`src/common/board_pkg.sv`:
```
package board_pkg;

    // Board dimensions
    localparam int PLAYERS     = 4;
    localparam int BOARD_JOY_W = 16;
    localparam int GAME_JOY_W  = 10;
    localparam int STATUS_W    = 32;
    localparam int ASPECT_W    = 12;
    localparam int FX_W        = 2;
    localparam int CORE_MOD_W  = 7;
    localparam int GAME_LED_W  = 2;

    // Timing
    localparam int RST_HOLD    = 16;
    localparam int RST_CNT_W   = $clog2(RST_HOLD + 1);
    localparam int COIN_CYCLES = 8;
    localparam int COIN_CNT_W  = $clog2(COIN_CYCLES);
    localparam int LED_BLINK_W = 5;

    localparam logic GAME_INPUTS_ACTIVE_LOW = 1'b1;

    // Joystick bit positions
    localparam int JOY_RIGHT   = 0;
    localparam int JOY_LEFT    = 1;
    localparam int JOY_DOWN    = 2;
    localparam int JOY_UP      = 3;
    localparam int JOY_BTN     = 4;
    localparam int JOY_COIN    = 10;
    localparam int JOY_START   = 11;
    localparam int JOY_SERVICE = 12;

    // Status word fields
    localparam int ST_ROTATE   = 1;
    localparam int ST_FLIP     = 2;
    localparam int ST_TEST     = 3;
    localparam int ST_PAUSE    = 4;
    localparam int ST_NO_FM    = 5;
    localparam int ST_NO_PSG   = 6;
    localparam int ST_FX       = 7;
    localparam int ST_ROT_CTRL = 9;

    // core_mod bit 0 marks a vertical game
    localparam int CM_VERTICAL = 0;

    typedef logic [BOARD_JOY_W-1:0] board_joy_t;
    typedef logic [GAME_JOY_W-1:0]  game_joy_t;
    typedef logic [STATUS_W-1:0]    status_t;
    typedef logic [ASPECT_W-1:0]    aspect_t;
    typedef logic [FX_W-1:0]        fx_t;

    localparam aspect_t ASPECT_H_X = 12'd4;
    localparam aspect_t ASPECT_H_Y = 12'd3;

    typedef enum logic [1:0] {
        LED_GAME,
        LED_OSD,
        LED_BLINK
    } led_state_t;

endpackage

```
`src/common/player_if.sv`:
```
// One player's mapped controls, already at game polarity
interface player_if
    import board_pkg::*;
();
    game_joy_t joy;
    logic      coin;
    logic      start;
    logic      service;

    modport channel (
        output joy,
        output coin,
        output start,
        output service
    );

    modport collect (
        input joy,
        input coin,
        input start,
        input service
    );
endinterface

```
`src/reset/board_reset.sv`:
```
module board_reset
    import board_pkg::*;
(
    input  logic clk_sys,
    input  logic rst_n,
    input  logic pll_locked,
    input  logic rst_req,
    input  logic downloading,
    input  logic soft_rst,
    input  logic dip_flip,
    output logic sys_rst_n,
    output logic game_rst_n
);

    logic [1:0]           rst_sync;
    logic [RST_CNT_W-1:0] hold_cnt;
    logic                 flip_prev;
    logic                 dl_prev;
    logic                 flip_chg;
    logic                 dl_fall;
    logic                 rst_cause;

    // Two stage synchronizer, released only once the PLL is locked
    always_ff @(posedge clk_sys or negedge rst_n) begin
        if (!rst_n) begin
            rst_sync <= '0;
        end else begin
            rst_sync <= {rst_sync[0], pll_locked};
        end
    end

    assign sys_rst_n = rst_sync[1];

    assign flip_chg  = dip_flip != flip_prev;
    assign dl_fall   = dl_prev && !downloading;
    assign rst_cause = rst_req || downloading || soft_rst || flip_chg || dl_fall;

    // Any cause reloads the hold counter
    always_ff @(posedge clk_sys or negedge sys_rst_n) begin
        if (!sys_rst_n) begin
            hold_cnt  <= RST_CNT_W'(RST_HOLD);
            flip_prev <= 1'b0;
            dl_prev   <= 1'b0;
        end else begin
            flip_prev <= dip_flip;
            dl_prev   <= downloading;
            if (rst_cause) begin
                hold_cnt <= RST_CNT_W'(RST_HOLD);
            end else if (hold_cnt != '0) begin
                hold_cnt <= hold_cnt - 1'b1;
            end
        end
    end

    // Level causes pull game reset low right away
    assign game_rst_n = (hold_cnt == '0) && !rst_req && !downloading;

    // Game stays in reset through download and for the hold time after it
    a_dl_holds_reset: assert property (
        @(posedge clk_sys) disable iff (!sys_rst_n)
        downloading |-> !game_rst_n ##RST_HOLD !game_rst_n
    );

endmodule

```
`src/inputs/input_capture.sv`:
```
module input_capture
    import board_pkg::*;
(
    input  logic       clk_sys,
    input  logic       sys_rst_n,
    input  logic       downloading,
    input  board_joy_t board_joy [PLAYERS],
    output board_joy_t raw       [PLAYERS]
);

    // Board joysticks are active high, so zero means nothing pressed
    always_ff @(posedge clk_sys or negedge sys_rst_n) begin
        if (!sys_rst_n) begin
            for (int i = 0; i < PLAYERS; i++) begin
                raw[i] <= '0;
            end
        end else begin
            for (int i = 0; i < PLAYERS; i++) begin
                // No presses reach the game while ROMs load
                raw[i] <= downloading ? '0 : board_joy[i];
            end
        end
    end

endmodule

```
`src/inputs/player_channel.sv`:
```
module player_channel
    import board_pkg::*;
(
    input  logic       clk_sys,
    input  logic       sys_rst_n,
    input  logic       rot_control,
    input  board_joy_t raw,
    player_if.channel  ctl
);

    game_joy_t             joy_rot;
    logic                  coin_prev;
    logic                  coin_edge;
    logic                  coin_act;
    logic [COIN_CNT_W-1:0] coin_cnt;

    // Rotated cabinets turn the stick a quarter turn
    always_comb begin
        joy_rot = raw[GAME_JOY_W-1:0];
        if (rot_control) begin
            joy_rot[JOY_RIGHT] = raw[JOY_UP];
            joy_rot[JOY_LEFT]  = raw[JOY_DOWN];
            joy_rot[JOY_DOWN]  = raw[JOY_RIGHT];
            joy_rot[JOY_UP]    = raw[JOY_LEFT];
        end
    end

    assign coin_edge = raw[JOY_COIN] && !coin_prev;

    // Fixed length coin pulse, new edges ignored while one is running
    always_ff @(posedge clk_sys or negedge sys_rst_n) begin
        if (!sys_rst_n) begin
            coin_prev <= 1'b0;
            coin_act  <= 1'b0;
            coin_cnt  <= '0;
        end else begin
            coin_prev <= raw[JOY_COIN];
            if (coin_edge && !coin_act) begin
                coin_act <= 1'b1;
                coin_cnt <= COIN_CNT_W'(COIN_CYCLES - 1);
            end else if (coin_cnt != '0) begin
                coin_cnt <= coin_cnt - 1'b1;
            end else begin
                coin_act <= 1'b0;
            end
        end
    end

    assign ctl.coin = coin_act ^ GAME_INPUTS_ACTIVE_LOW;

    always_ff @(posedge clk_sys or negedge sys_rst_n) begin
        if (!sys_rst_n) begin
            ctl.joy     <= {GAME_JOY_W{GAME_INPUTS_ACTIVE_LOW}};
            ctl.start   <= GAME_INPUTS_ACTIVE_LOW;
            ctl.service <= GAME_INPUTS_ACTIVE_LOW;
        end else begin
            ctl.joy     <= joy_rot ^ {GAME_JOY_W{GAME_INPUTS_ACTIVE_LOW}};
            ctl.start   <= raw[JOY_START] ^ GAME_INPUTS_ACTIVE_LOW;
            ctl.service <= raw[JOY_SERVICE] ^ GAME_INPUTS_ACTIVE_LOW;
        end
    end

    a_coin_len: assert property (
        @(posedge clk_sys) disable iff (!sys_rst_n)
        $rose(coin_act) |-> ##COIN_CYCLES !coin_act
    );

endmodule

```
`src/inputs/input_collect.sv`:
```
module input_collect
    import board_pkg::*;
(
    input  logic               clk_sys,
    input  logic               sys_rst_n,
    input  logic               pause_key,
    input  logic               reset_key,
    player_if.collect          ctl [PLAYERS],
    output game_joy_t          game_joy [PLAYERS],
    output logic [PLAYERS-1:0] game_coin,
    output logic [PLAYERS-1:0] game_start,
    output logic               game_service,
    output logic               game_pause,
    output logic               soft_rst
);

    logic [PLAYERS-1:0] coin_in;
    logic [PLAYERS-1:0] start_in;
    logic [PLAYERS-1:0] svc_act;
    logic               pause_prev;
    logic               reset_prev;

    for (genvar i = 0; i < PLAYERS; i++) begin : g_player
        assign coin_in[i]  = ctl[i].coin;
        assign start_in[i] = ctl[i].start;
        // Service as active high so the players can be OR-ed
        assign svc_act[i]  = ctl[i].service ^ GAME_INPUTS_ACTIVE_LOW;

        always_ff @(posedge clk_sys or negedge sys_rst_n) begin
            if (!sys_rst_n) begin
                game_joy[i] <= {GAME_JOY_W{GAME_INPUTS_ACTIVE_LOW}};
            end else begin
                game_joy[i] <= ctl[i].joy;
            end
        end
    end

    always_ff @(posedge clk_sys or negedge sys_rst_n) begin
        if (!sys_rst_n) begin
            game_coin    <= {PLAYERS{GAME_INPUTS_ACTIVE_LOW}};
            game_start   <= {PLAYERS{GAME_INPUTS_ACTIVE_LOW}};
            game_service <= GAME_INPUTS_ACTIVE_LOW;
            pause_prev   <= 1'b0;
            reset_prev   <= 1'b0;
            game_pause   <= 1'b0;
            soft_rst     <= 1'b0;
        end else begin
            game_coin    <= coin_in;
            game_start   <= start_in;
            game_service <= (|svc_act) ^ GAME_INPUTS_ACTIVE_LOW;
            pause_prev   <= pause_key;
            reset_prev   <= reset_key;
            // Each press flips pause
            if (pause_key && !pause_prev) begin
                game_pause <= ~game_pause;
            end
            soft_rst <= reset_key && !reset_prev;
        end
    end

    a_soft_rst_pulse: assert property (
        @(posedge clk_sys) disable iff (!sys_rst_n)
        soft_rst |=> !soft_rst
    );

endmodule

```
`src/logic/dip_decode.sv`:
```
module dip_decode
    import board_pkg::*;
(
    input  logic                  clk_sys,
    input  logic                  sys_rst_n,
    input  status_t               status,
    input  logic [CORE_MOD_W-1:0] core_mod,
    input  logic                  game_pause,
    output logic [1:0]            rotate,
    output logic                  rot_control,
    output logic                  dip_test,
    output logic                  dip_pause,
    output logic                  dip_flip,
    output fx_t                   dip_fxlevel,
    output logic                  enable_fm,
    output logic                  enable_psg,
    output aspect_t               hdmi_arx,
    output aspect_t               hdmi_ary
);

    logic vertical;
    logic swap_ar;

    assign vertical = core_mod[CM_VERTICAL];
    // Vertical game shown unrotated needs a tall frame
    assign swap_ar  = vertical && !status[ST_ROTATE];

    always_ff @(posedge clk_sys or negedge sys_rst_n) begin
        if (!sys_rst_n) begin
            rotate      <= '0;
            rot_control <= 1'b0;
            dip_test    <= 1'b0;
            dip_pause   <= 1'b1;
            dip_flip    <= 1'b0;
            dip_fxlevel <= '0;
            enable_fm   <= 1'b1;
            enable_psg  <= 1'b1;
            hdmi_arx    <= ASPECT_H_X;
            hdmi_ary    <= ASPECT_H_Y;
        end else begin
            rotate[0]   <= status[ST_ROTATE] && vertical;
            rotate[1]   <= status[ST_FLIP];
            rot_control <= status[ST_ROT_CTRL];
            dip_test    <= status[ST_TEST];
            // Active low, either source pauses the game
            dip_pause   <= !(game_pause || status[ST_PAUSE]);
            dip_flip    <= status[ST_FLIP];
            dip_fxlevel <= status[ST_FX +: FX_W];
            enable_fm   <= !status[ST_NO_FM];
            enable_psg  <= !status[ST_NO_PSG];
            hdmi_arx    <= swap_ar ? ASPECT_H_Y : ASPECT_H_X;
            hdmi_ary    <= swap_ar ? ASPECT_H_X : ASPECT_H_Y;
        end
    end

endmodule

```
`src/logic/board_led.sv`:
```
module board_led
    import board_pkg::*;
(
    input  logic                  clk_sys,
    input  logic                  sys_rst_n,
    input  logic                  downloading,
    input  logic                  osd_shown,
    input  logic [GAME_LED_W-1:0] game_led,
    output logic                  led
);

    led_state_t             state;
    led_state_t             state_nxt;
    logic [LED_BLINK_W-1:0] blink_cnt;
    logic                   blink_q;

    // Download wins over the OSD, the OSD over the game
    always_comb begin
        if (downloading) begin
            state_nxt = LED_BLINK;
        end else if (osd_shown) begin
            state_nxt = LED_OSD;
        end else begin
            state_nxt = LED_GAME;
        end
    end

    always_ff @(posedge clk_sys or negedge sys_rst_n) begin
        if (!sys_rst_n) begin
            state     <= LED_GAME;
            blink_cnt <= '0;
            blink_q   <= 1'b0;
            led       <= 1'b0;
        end else begin
            state <= state_nxt;
            if (state != LED_BLINK) begin
                // Start blinking from the opposite of what is lit now
                blink_cnt <= '0;
                blink_q   <= ~led;
            end else begin
                blink_cnt <= blink_cnt + 1'b1;
                if (&blink_cnt) begin
                    blink_q <= ~blink_q;
                end
            end
            case (state_nxt)
                LED_BLINK: led <= blink_q;
                LED_OSD:   led <= 1'b1;
                default:   led <= game_led[0];
            endcase
        end
    end

endmodule

```
`src/logic/board_top.sv`:
```
module board_top
    import board_pkg::*;
(
    input  logic                  clk_sys,
    input  logic                  rst_n,
    input  logic                  pll_locked,
    input  logic                  rst_req,
    input  logic                  downloading,
    input  logic                  osd_shown,
    input  logic                  pause_key,
    input  logic                  reset_key,
    input  logic [GAME_LED_W-1:0] game_led,
    input  logic [CORE_MOD_W-1:0] core_mod,
    input  status_t               status,
    input  board_joy_t            board_joystick1,
    input  board_joy_t            board_joystick2,
    input  board_joy_t            board_joystick3,
    input  board_joy_t            board_joystick4,
    output logic                  game_rst_n,
    output logic                  led,
    output logic                  game_service,
    output logic                  dip_test,
    output logic                  dip_pause,
    output logic                  dip_flip,
    output logic                  enable_fm,
    output logic                  enable_psg,
    output game_joy_t             game_joystick1,
    output game_joy_t             game_joystick2,
    output game_joy_t             game_joystick3,
    output game_joy_t             game_joystick4,
    output logic [PLAYERS-1:0]    game_coin,
    output logic [PLAYERS-1:0]    game_start,
    output logic [1:0]            rotate,
    output fx_t                   dip_fxlevel,
    output aspect_t               hdmi_arx,
    output aspect_t               hdmi_ary
);

    logic       sys_rst_n;
    logic       soft_rst;
    logic       game_pause;
    logic       rot_control;
    board_joy_t board_joy [PLAYERS];
    board_joy_t raw       [PLAYERS];
    game_joy_t  game_joy  [PLAYERS];

    player_if ctl [PLAYERS] ();

    assign board_joy[0] = board_joystick1;
    assign board_joy[1] = board_joystick2;
    assign board_joy[2] = board_joystick3;
    assign board_joy[3] = board_joystick4;

    assign game_joystick1 = game_joy[0];
    assign game_joystick2 = game_joy[1];
    assign game_joystick3 = game_joy[2];
    assign game_joystick4 = game_joy[3];

    board_reset u_reset (
        .clk_sys     ( clk_sys     ),
        .rst_n       ( rst_n       ),
        .pll_locked  ( pll_locked  ),
        .rst_req     ( rst_req     ),
        .downloading ( downloading ),
        .soft_rst    ( soft_rst    ),
        .dip_flip    ( dip_flip    ),
        .sys_rst_n   ( sys_rst_n   ),
        .game_rst_n  ( game_rst_n  )
    );

    input_capture u_capture (
        .clk_sys     ( clk_sys     ),
        .sys_rst_n   ( sys_rst_n   ),
        .downloading ( downloading ),
        .board_joy   ( board_joy   ),
        .raw         ( raw         )
    );

    for (genvar i = 0; i < PLAYERS; i++) begin : g_channel
        player_channel u_channel (
            .clk_sys     ( clk_sys     ),
            .sys_rst_n   ( sys_rst_n   ),
            .rot_control ( rot_control ),
            .raw         ( raw[i]      ),
            .ctl         ( ctl[i]      )
        );
    end

    input_collect u_collect (
        .clk_sys      ( clk_sys      ),
        .sys_rst_n    ( sys_rst_n    ),
        .pause_key    ( pause_key    ),
        .reset_key    ( reset_key    ),
        .ctl          ( ctl          ),
        .game_joy     ( game_joy     ),
        .game_coin    ( game_coin    ),
        .game_start   ( game_start   ),
        .game_service ( game_service ),
        .game_pause   ( game_pause   ),
        .soft_rst     ( soft_rst     )
    );

    dip_decode u_dip (
        .clk_sys     ( clk_sys     ),
        .sys_rst_n   ( sys_rst_n   ),
        .status      ( status      ),
        .core_mod    ( core_mod    ),
        .game_pause  ( game_pause  ),
        .rotate      ( rotate      ),
        .rot_control ( rot_control ),
        .dip_test    ( dip_test    ),
        .dip_pause   ( dip_pause   ),
        .dip_flip    ( dip_flip    ),
        .dip_fxlevel ( dip_fxlevel ),
        .enable_fm   ( enable_fm   ),
        .enable_psg  ( enable_psg  ),
        .hdmi_arx    ( hdmi_arx    ),
        .hdmi_ary    ( hdmi_ary    )
    );

    board_led u_led (
        .clk_sys     ( clk_sys     ),
        .sys_rst_n   ( sys_rst_n   ),
        .downloading ( downloading ),
        .osd_shown   ( osd_shown   ),
        .game_led    ( game_led    ),
        .led         ( led         )
    );

endmodule

```
`config.mk`:
```
export PLATFORM = sky130hd
export DESIGN_NAME = board_top
export DESIGN_NICKNAME = d
export VERILOG_FILES = /design/src/common/board_pkg.sv /design/src/common/player_if.sv /design/src/reset/board_reset.sv /design/src/inputs/input_capture.sv /design/src/inputs/player_channel.sv /design/src/inputs/input_collect.sv /design/src/logic/dip_decode.sv /design/src/logic/board_led.sv /design/src/logic/board_top.sv
export SDC_FILE = /design/constraint.sdc
export NUM_CORES = 1
export LEC_CHECK = 0
export BUFFER_PORTS_ARGS = -buffer_cell sky130_fd_sc_hd__clkbuf_2
export CORE_MARGIN = 4
export CORE_UTILIZATION = 55
export DETAILED_ROUTE_END_ITERATION = 8
export GPL_TIMING_DRIVEN = 1
export HOLD_SLACK_MARGIN = 0.05
export PLACE_DENSITY = 0.9
export SETUP_SLACK_MARGIN = 0.2
export SLEW_MARGIN = 20
export SYNTH_ARGS = -nofsm -noshare
export SYNTH_HDL_FRONTEND = slang
export SYNTH_SLANG_ARGS = --single-unit
export TNS_END_PERCENT = 100
```
`constraint.sdc`:
```
create_clock -name clk_sys -period 16.7 [get_ports clk_sys]
set_input_delay 3.34 -clock clk_sys [delete_from_list [all_inputs] [get_ports clk_sys]]
set_output_delay 3.34 -clock clk_sys [all_outputs]
set_load 0.05 [all_outputs]
```
==> summary.txt, run 1 <==
Clocking
  • CTS buffer count: 20
  • Root buffer cell: clkbuf_16
  • Worst skew pair latency: about 470 ps
  • Clock Sinks: 201
  • CTS Hold Bufs: 0
  • Post-CTS resize count: 0
  • Clock Tree Buf Depth: 3
  • H-Tree Depth: 1
  • CTS tree: done
  • Clock slew at reported path FFs: around 60 ps
  • Post-CTS Setup Bufs: 0

Drt
  • Drc violations: 0
  • WL final: around 11000 um
  • DR vias: 3514
  • Vias per cell: around 4.6
  • DR iter-0 viols: 205
  • Post-route ant nets: 0
  • DR pass1 iterations: 4
  • Mean routed wirelength per cell: 14.7 um

Timing
  • Worst-case clock skew: 5.68 ps
  • FMAX: roughly 130 MHz
  • Max transition margin: between 30% and 40%
  • Tcrit/Tclk final: 47.1%
  • Final min period: 7860 ps
  • RSZ-0062 raised after global routing: false
  • Least-Margin Pin Slew: 989 ps
  • Setup TNS: 0 ps
  • Pins Over Slew Limit: 0
  • Hold Slack: 225 ps
  • Final Setup Violations: 0
  • Final hold violation count: 0
  • Worst Slack Setup Final: 8840 ps

Placement
  • Placer congestion estimate: 0.722
  • IO Port Bufs: 136
  • Worst slack, placed: a little under 9000 ps
  • Post-DP HPWL: 7770 um

Worst setup path
  • CP Launch Type: primary input
  • Worst Setup EP: game_rst_n
  • Worst r2r src: u_reset.hold_cnt[0]
  • Worst path required time: 13360 ps
  • Nature of the critical path endpoint: output port
  • Reg-to-reg slack, setup: 15020 ps
  • CP max FO: 58
  • Reg2reg end: u_reset.hold_cnt[2]
  • Reg2reg path depth: 5
  • Crit path DAT: 4520 ps
  • Critical path launch point: downloading
  • WS Path Type: primary input to output port

Global route
  • Largest net degree at the start of global routing: 99
  • Vias in the first global route: 3884
  • First-pass GRT wire length: approximately 19000 um
  • Total grt overflow: 0
  • Initial antenna violation count: 0
  • Total Routing Usage GR: 16.4%

Pwr
  • Flop pwr share: approximately half
  • Total power: 1.18 mW
  • Pwr Density: 146 nW/um^2
  • Part of the power in combinational logic: 15.5%
  • Clock power frac: 35.4%
  • Sw frac: about 27%
  • Peak VDD IR: between 0.00007 and 0.00008 V
  • Static Leak: roughly 3.9 nW
  • Internal cell power: 0.860 mW
  • Sw Pwr: 0.321 mW

Floorplanning
  • Initial Util: 56.0%
  • Die Ht: between 100 and 150 um
  • Die ar.: between 10000 and 15000 sq um
  • Core box area: 12000 sq um
  • Std cell rows: 40
  • Ports: 197
  • Die span in x: 118 um

Synth
  • #FFs+latches synth: 201
  • Mapped Area: 6700 sq um
  • Avg Inst Size Synth: between 10 and 15 sq um
  • Syn. warnings: 0
  • Post-synthesis sequential area ratio: between 70% and 80%
  • Cell variety after synth: 29
  • Post-Syn Instances: around 460

Finish
  • Final Net Count: between 700 and 800
  • Layout area overhead: 20.4%
  • Post-layout util: approximately two thirds
  • Commonest non-fill, non-tap cell in the layout: clkbuf_2
  • Commonest cells after routing, fill and taps aside: clkbuf_2 (135), dfstp_2 (102), dfrtp_1 (98), nor2b_1 (56), inv_1 (51)
  • ANT cells: 0
  • Share of layout cells above drive strength 1: between 40% and 50%
  • FILL cells: 832

Run status
  • Outcome: finished, final reports clean

Job
  • Max-cap violations: 0

Min path
  • Min-Delay Path Class: register to asynchronous set/reset pin
## power by group through the flow
stage               combinational [mW]  clock (mW)  sequential, mW
finish                           0.183       0.418           0.579
global route                     0.202       0.451           0.585
CTS                              0.186       0.428           0.580
detailed placement               0.183           0           0.587
global placement                 0.168           0           0.582
floorplan                       0.0886           0           0.635
## synth_stat cells
cell	instances	area [sq um]
a211oi_2	1	12.5
a21o_1	1	7.51
a21oi_1	3	15.0
and2_1	3	18.8
and3_1	1	6.26
and4_1	1	8.76
buf_2	3	15.0
buf_4	23	173
clkbuf_1	6	22.5
conb_1	1	3.75
dfrtp_1	99	2480
dfstp_2	102	2680
ha_1	11	138
inv_1	51	191
mux2i_1	20	200
nand2_1	21	78.8
nand2b_1	7	43.8
nand3_1	1	5.00
nand3b_1	2	15.0
nor2_1	21	78.8
nor2b_1	56	350
nor3_1	2	10.0
nor4_1	1	6.26
o211ai_1	2	15.0
o21ai_0	5	25.0
or2b_1	1	7.51
or4b_1	1	10.0
xnor2_1	8	70.1
xor2_1	2	17.5
## metal layers
layer	up-vias	share of wire, %	global-route usage (%)
met5	-	0	0
met4	0	2.6	5.36
met3	26	5.8	3.35
met2	110	53	29.3
met1	1743	39	19.8
li1	1635	-	-
## stage by stage
stage	instance area (sq um)	instances
finish	8070	762
global route	8070	762
CTS	8070	762
detailed placement	7440	726
global placement	7440	726
floorplan	6770	473
## worst min-delay path by stage
stage | slack (ps) | start | endpoint
2_1_floorplan | 330 | u_reset.rst_sync[0] | u_reset.rst_sync[1]
3_3_place_gp | 220 | u_reset.rst_sync[1] | u_dip.rot_control
3_5_place_dp | 230 | u_reset.rst_sync[1] | u_dip.rot_control
4_1_cts | 240 | u_reset.rst_sync[1] | u_capture.raw[37]
5_1_grt | 260 | u_reset.rst_sync[1] | u_capture.raw[37]
6_report | 220 | u_reset.rst_sync[1] | u_capture.raw[37]
## cells by family (layout without fill, tap and decap cells)
kind of cell             count (synthesis)  in the layout  synth area share (%)
XOR/XNOR                                10             10                  1.31
adder cells (fa/ha/maj)                 11             11                  2.05
AO/OA/AOI/OAI                           12             12                  1.12
flip-flops                             201            201                  76.9
other                                    1             18                0.0559
multiplexers                            20             20                  2.99
AND/OR/NAND/NOR                        118            118                  9.54
buffers and inverters                   83            225                  5.99
## sequential cells by signal (all words and copies together) (netlist names), 5 cells and up
signal                        flops
u_collect.game_joy               40
g_channel.u_channel.ctl.joy      40
u_led.blink_cnt                   5
u_reset.hold_cnt                  5
g_channel.u_channel.coin_cnt     12
u_capture.raw                    52
## worst max-delay path, cell delays in order
cell      delay (ps)
buf_2            740
nor3_1           150
clkbuf_2         290
## area by class of cell
| class | count | area, sq um | area share [%] |
|---|---|---|---|
| Sequential cell | 201 | 5160 | 63.9 |
| Tap cell | 147 | 184 | 2.28 |
| Timing Repair Buffer | 138 | 699 | 8.67 |
| Clock buffer | 34 | 616 | 7.63 |
| Clock inverter | 2 | 12.5 | 0.155 |
| Inverter | 51 | 191 | 2.37 |
| Multi-Input combinational cell | 189 | 1210 | 15.0 |
(Power assumes the default switching activity.)
==> run 2: changes to the inputs <==
Settings changed: ABC_AREA from default to 1, CORE_UTILIZATION 55 to 46, PLACE_DENSITY 0.9 to 0.81.
Clock period 16.7 ns to 7.17 ns, I/O delays scaled along.
==> run 2 against run 1 <==
Global-route usage decreased by 3.6 points. Non-clock buffer count grew 1. Worst hold slack gained 50 ps. Sequential share of layout area shrank 1.8 points. Via count grew 12%. Critical path depth increased by 1. Critical endpoint unchanged. Largest power group unchanged. Highest routed layer unchanged.
==> summary.txt, run 2 <==
Timing
  • Worst-case clock skew: 14.7 ps
  • Final min period: 3840 ps
  • Tcrit/Tclk final: 53.5%
  • Least-Margin Pin Slew: around 910 ps
  • Pins Over Slew Limit: 0
  • RSZ-0062 raised after global routing: false
  • Final hold violation count: 0
  • Setup TNS: 0 ps
  • Max transition margin: 39.4%
  • FMAX: 261 MHz
  • Final Setup Violations: 0

Worst setup path
  • Reg-to-reg slack, setup: between 5000 and 6000 ps
  • Nature of the critical path endpoint: output port
  • Worst path required time: 5740 ps
  • Worst r2r src: u_reset.rst_sync[1]
  • Crit path largest cell delay: approximately 500 ps
  • CP Launch Type: primary input
  • Reg2reg path depth: 1
  • CP max FO: 58
  • Crit path DAT: 2400 ps
  • Slowest CP cell: buf_4
  • Crit path top cell by count: clkbuf_2
  • Critical Path, Cell by Cell: clkbuf_2, buf_4, nor3_1, clkbuf_2
  • Reg2reg end: u_reset.hold_cnt[2]
  • WS Path Type: primary input to output port

Finish
  • ANT cells: 0
  • Largest Register: u_capture.raw
  • Commonest non-fill, non-tap cell in the layout: clkbuf_2
  • Layout area overhead: 20.8%
  • Share of layout cells above drive strength 1: a little under two fifths
  • Top flop regs: u_capture.raw x52, g_channel.u_channel.ctl.joy x40, u_collect.game_joy x40
  • Final Net Count: roughly 840
  • Number of flip-flops in the largest register: between 50 and 60
  • Commonest cells after routing, fill and taps aside: clkbuf_2 (136), inv_1 (132), dfstp_2 (102), dfrtp_1 (98), nor2_1 (84)

Synth
  • Dominant cells by area after synthesis: dfstp_2 (39%), dfrtp_1 (36%), inv_1 (7.2%), nor2_1 (4.6%), buf_4 (3.1%)
  • Area share of the largest cell type after synthesis: 39.0%
  • Cell taking the most area after synthesis: dfstp_2
  • Number of synthesized flops with an enable pin: 0
  • Post-Syn Instances: 567
  • Syn. warnings: 0
  • Cell variety after synth: 23
  • Main flop type after synthesis: dfstp_2
  • Post-synth ARST share: 100%
  • Top-count cell post-synth: inv_1
  • Mapped Area: approximately 7000 sq um
  • Avg Inst Size Synth: 12.1 sq um
  • Post-synthesis sequential area ratio: 75.0%
  • #FFs+latches synth: 201
  • Synth cell count leaders: inv_1 (132), dfstp_2 (102), dfrtp_1 (99), nor2_1 (84), nand2_1 (43)

Placement
  • Placer congestion estimate: 0.772
  • IO Port Bufs: 136
  • Post-DP HPWL: 7410 um

Global route
  • Total Routing Usage GR: 12.8%
  • Vias in the first global route: 3858
  • Total grt overflow: 0
  • First-pass GRT wire length: 17400 um
  • Largest net degree at the start of global routing: 87
  • Initial antenna violation count: 0

Clocking
  • H-Tree Depth: 1
  • CTS Hold Bufs: 0
  • Clock slew at reported path FFs: 60 ps
  • Clock Sinks: between 200 and 250
  • Post-CTS Setup Bufs: 0
  • CTS buffer count: 21
  • Clock Tree Buf Depth: 3
  • Post-CTS resize count: 0
  • Root buffer cell: clkbuf_16
  • Worst skew pair latency: 490 ps
  • CTS tree: done

Drt
  • Drc violations: 0
  • WL final: 10600 um
  • DR pass1 iterations: 5
  • DR vias: 3924
  • DR iter-0 viols: between 150 and 200
  • Vias per cell: 4.30
  • Mean routed wirelength per cell: 11.6 um
  • Post-route ant nets: 0

Min path
  • Min-Delay Path Class: register to asynchronous set/reset pin

Job
  • Max-cap violations: 0

Pwr
  • Pwr Density: 335 nW/um^2
  • Static Leak: 4.31 nW
  • Total power: 2.78 mW
  • Peak VDD IR: 0.000182 V

Floorplanning
  • Die ar.: 17000 sq um
  • Die span in x: ~130 um
  • Initial Util: 47.1%
  • Core box area: 14600 sq um
  • Die Ht: 130 um
  • Ports: 197
  • Std cell rows: 44

Run status
  • Outcome: finished, final reports clean
## run 2: how the worst max path moves through the flow
stage	start	to	slack, ps
2_1_floorplan	u_reset.rst_sync[1]	g_channel[0].u_channel.coin_act	1330
3_3_place_gp	downloading	game_rst_n	3310
3_5_place_dp	downloading	game_rst_n	3300
4_1_cts	downloading	game_rst_n	3300
5_1_grt	downloading	game_rst_n	3200
6_report	downloading	game_rst_n	3330
## run 2: cell families (layout without fill, tap and decap cells)
kind of cell	Yosys count	after routing	synth area share, %
adder cells (fa/ha/maj)	11	11	2.00
AND/OR/NAND/NOR	147	147	8.83
buffers and inverters	164	309	10.6
other	1	18	0.0546
XOR/XNOR	6	6	0.764
AO/OA/AOI/OAI	37	37	2.77
flip-flops	201	201	75.0
## run 2: worst max-delay path: cells and delay by family
| kind | cells | cell delay [ps] |
|---|---|---|
| buffers and inverters | 3 | 840 |
| AND/OR/NAND/NOR | 1 | 130 |
## run 2: metal layers
metal,up-vias,track usage (%),share of wire (%)
met1,1871,15.5,41
met3,20,3.48,7.0
li1,1905,-,-
met4,0,4.16,2.3
met2,128,22.1,50
met5,-,0,0
## run 2: power breakdown
| part | switching (mW) | leakage, nW | internal (mW) |
|---|---|---|---|
| clock network | 0.398 | 0.319 | 0.612 |
| logic | 0.297 | 1.67 | 0.125 |
| registers | 0.0580 | 2.32 | 1.29 |
## run 2: stage by stage
stage	utilization, %	hold WS (ps)	area, sq um	cells	setup slack [ps]
6_report	56.9	275	8300	913	3330
3_5_place_dp	52.4	285	7640	875	3300
2_1_floorplan	-	331	6940	584	1330
4_1_cts	56.9	290	8300	913	3300
5_1_grt	56.9	321	8300	913	3200
3_3_place_gp	52.4	281	7640	875	3310
## run 2: area by class of cell
cell class	count	area (sq um)
Multi-Input combinational cell	219	1050
Fill cell	1210	6290
Clock buffer	34	604
Tap cell	184	230
Timing Repair Buffer	139	707
Clock inverter	4	48.8
Inverter	132	495
Sequential cell	201	5160
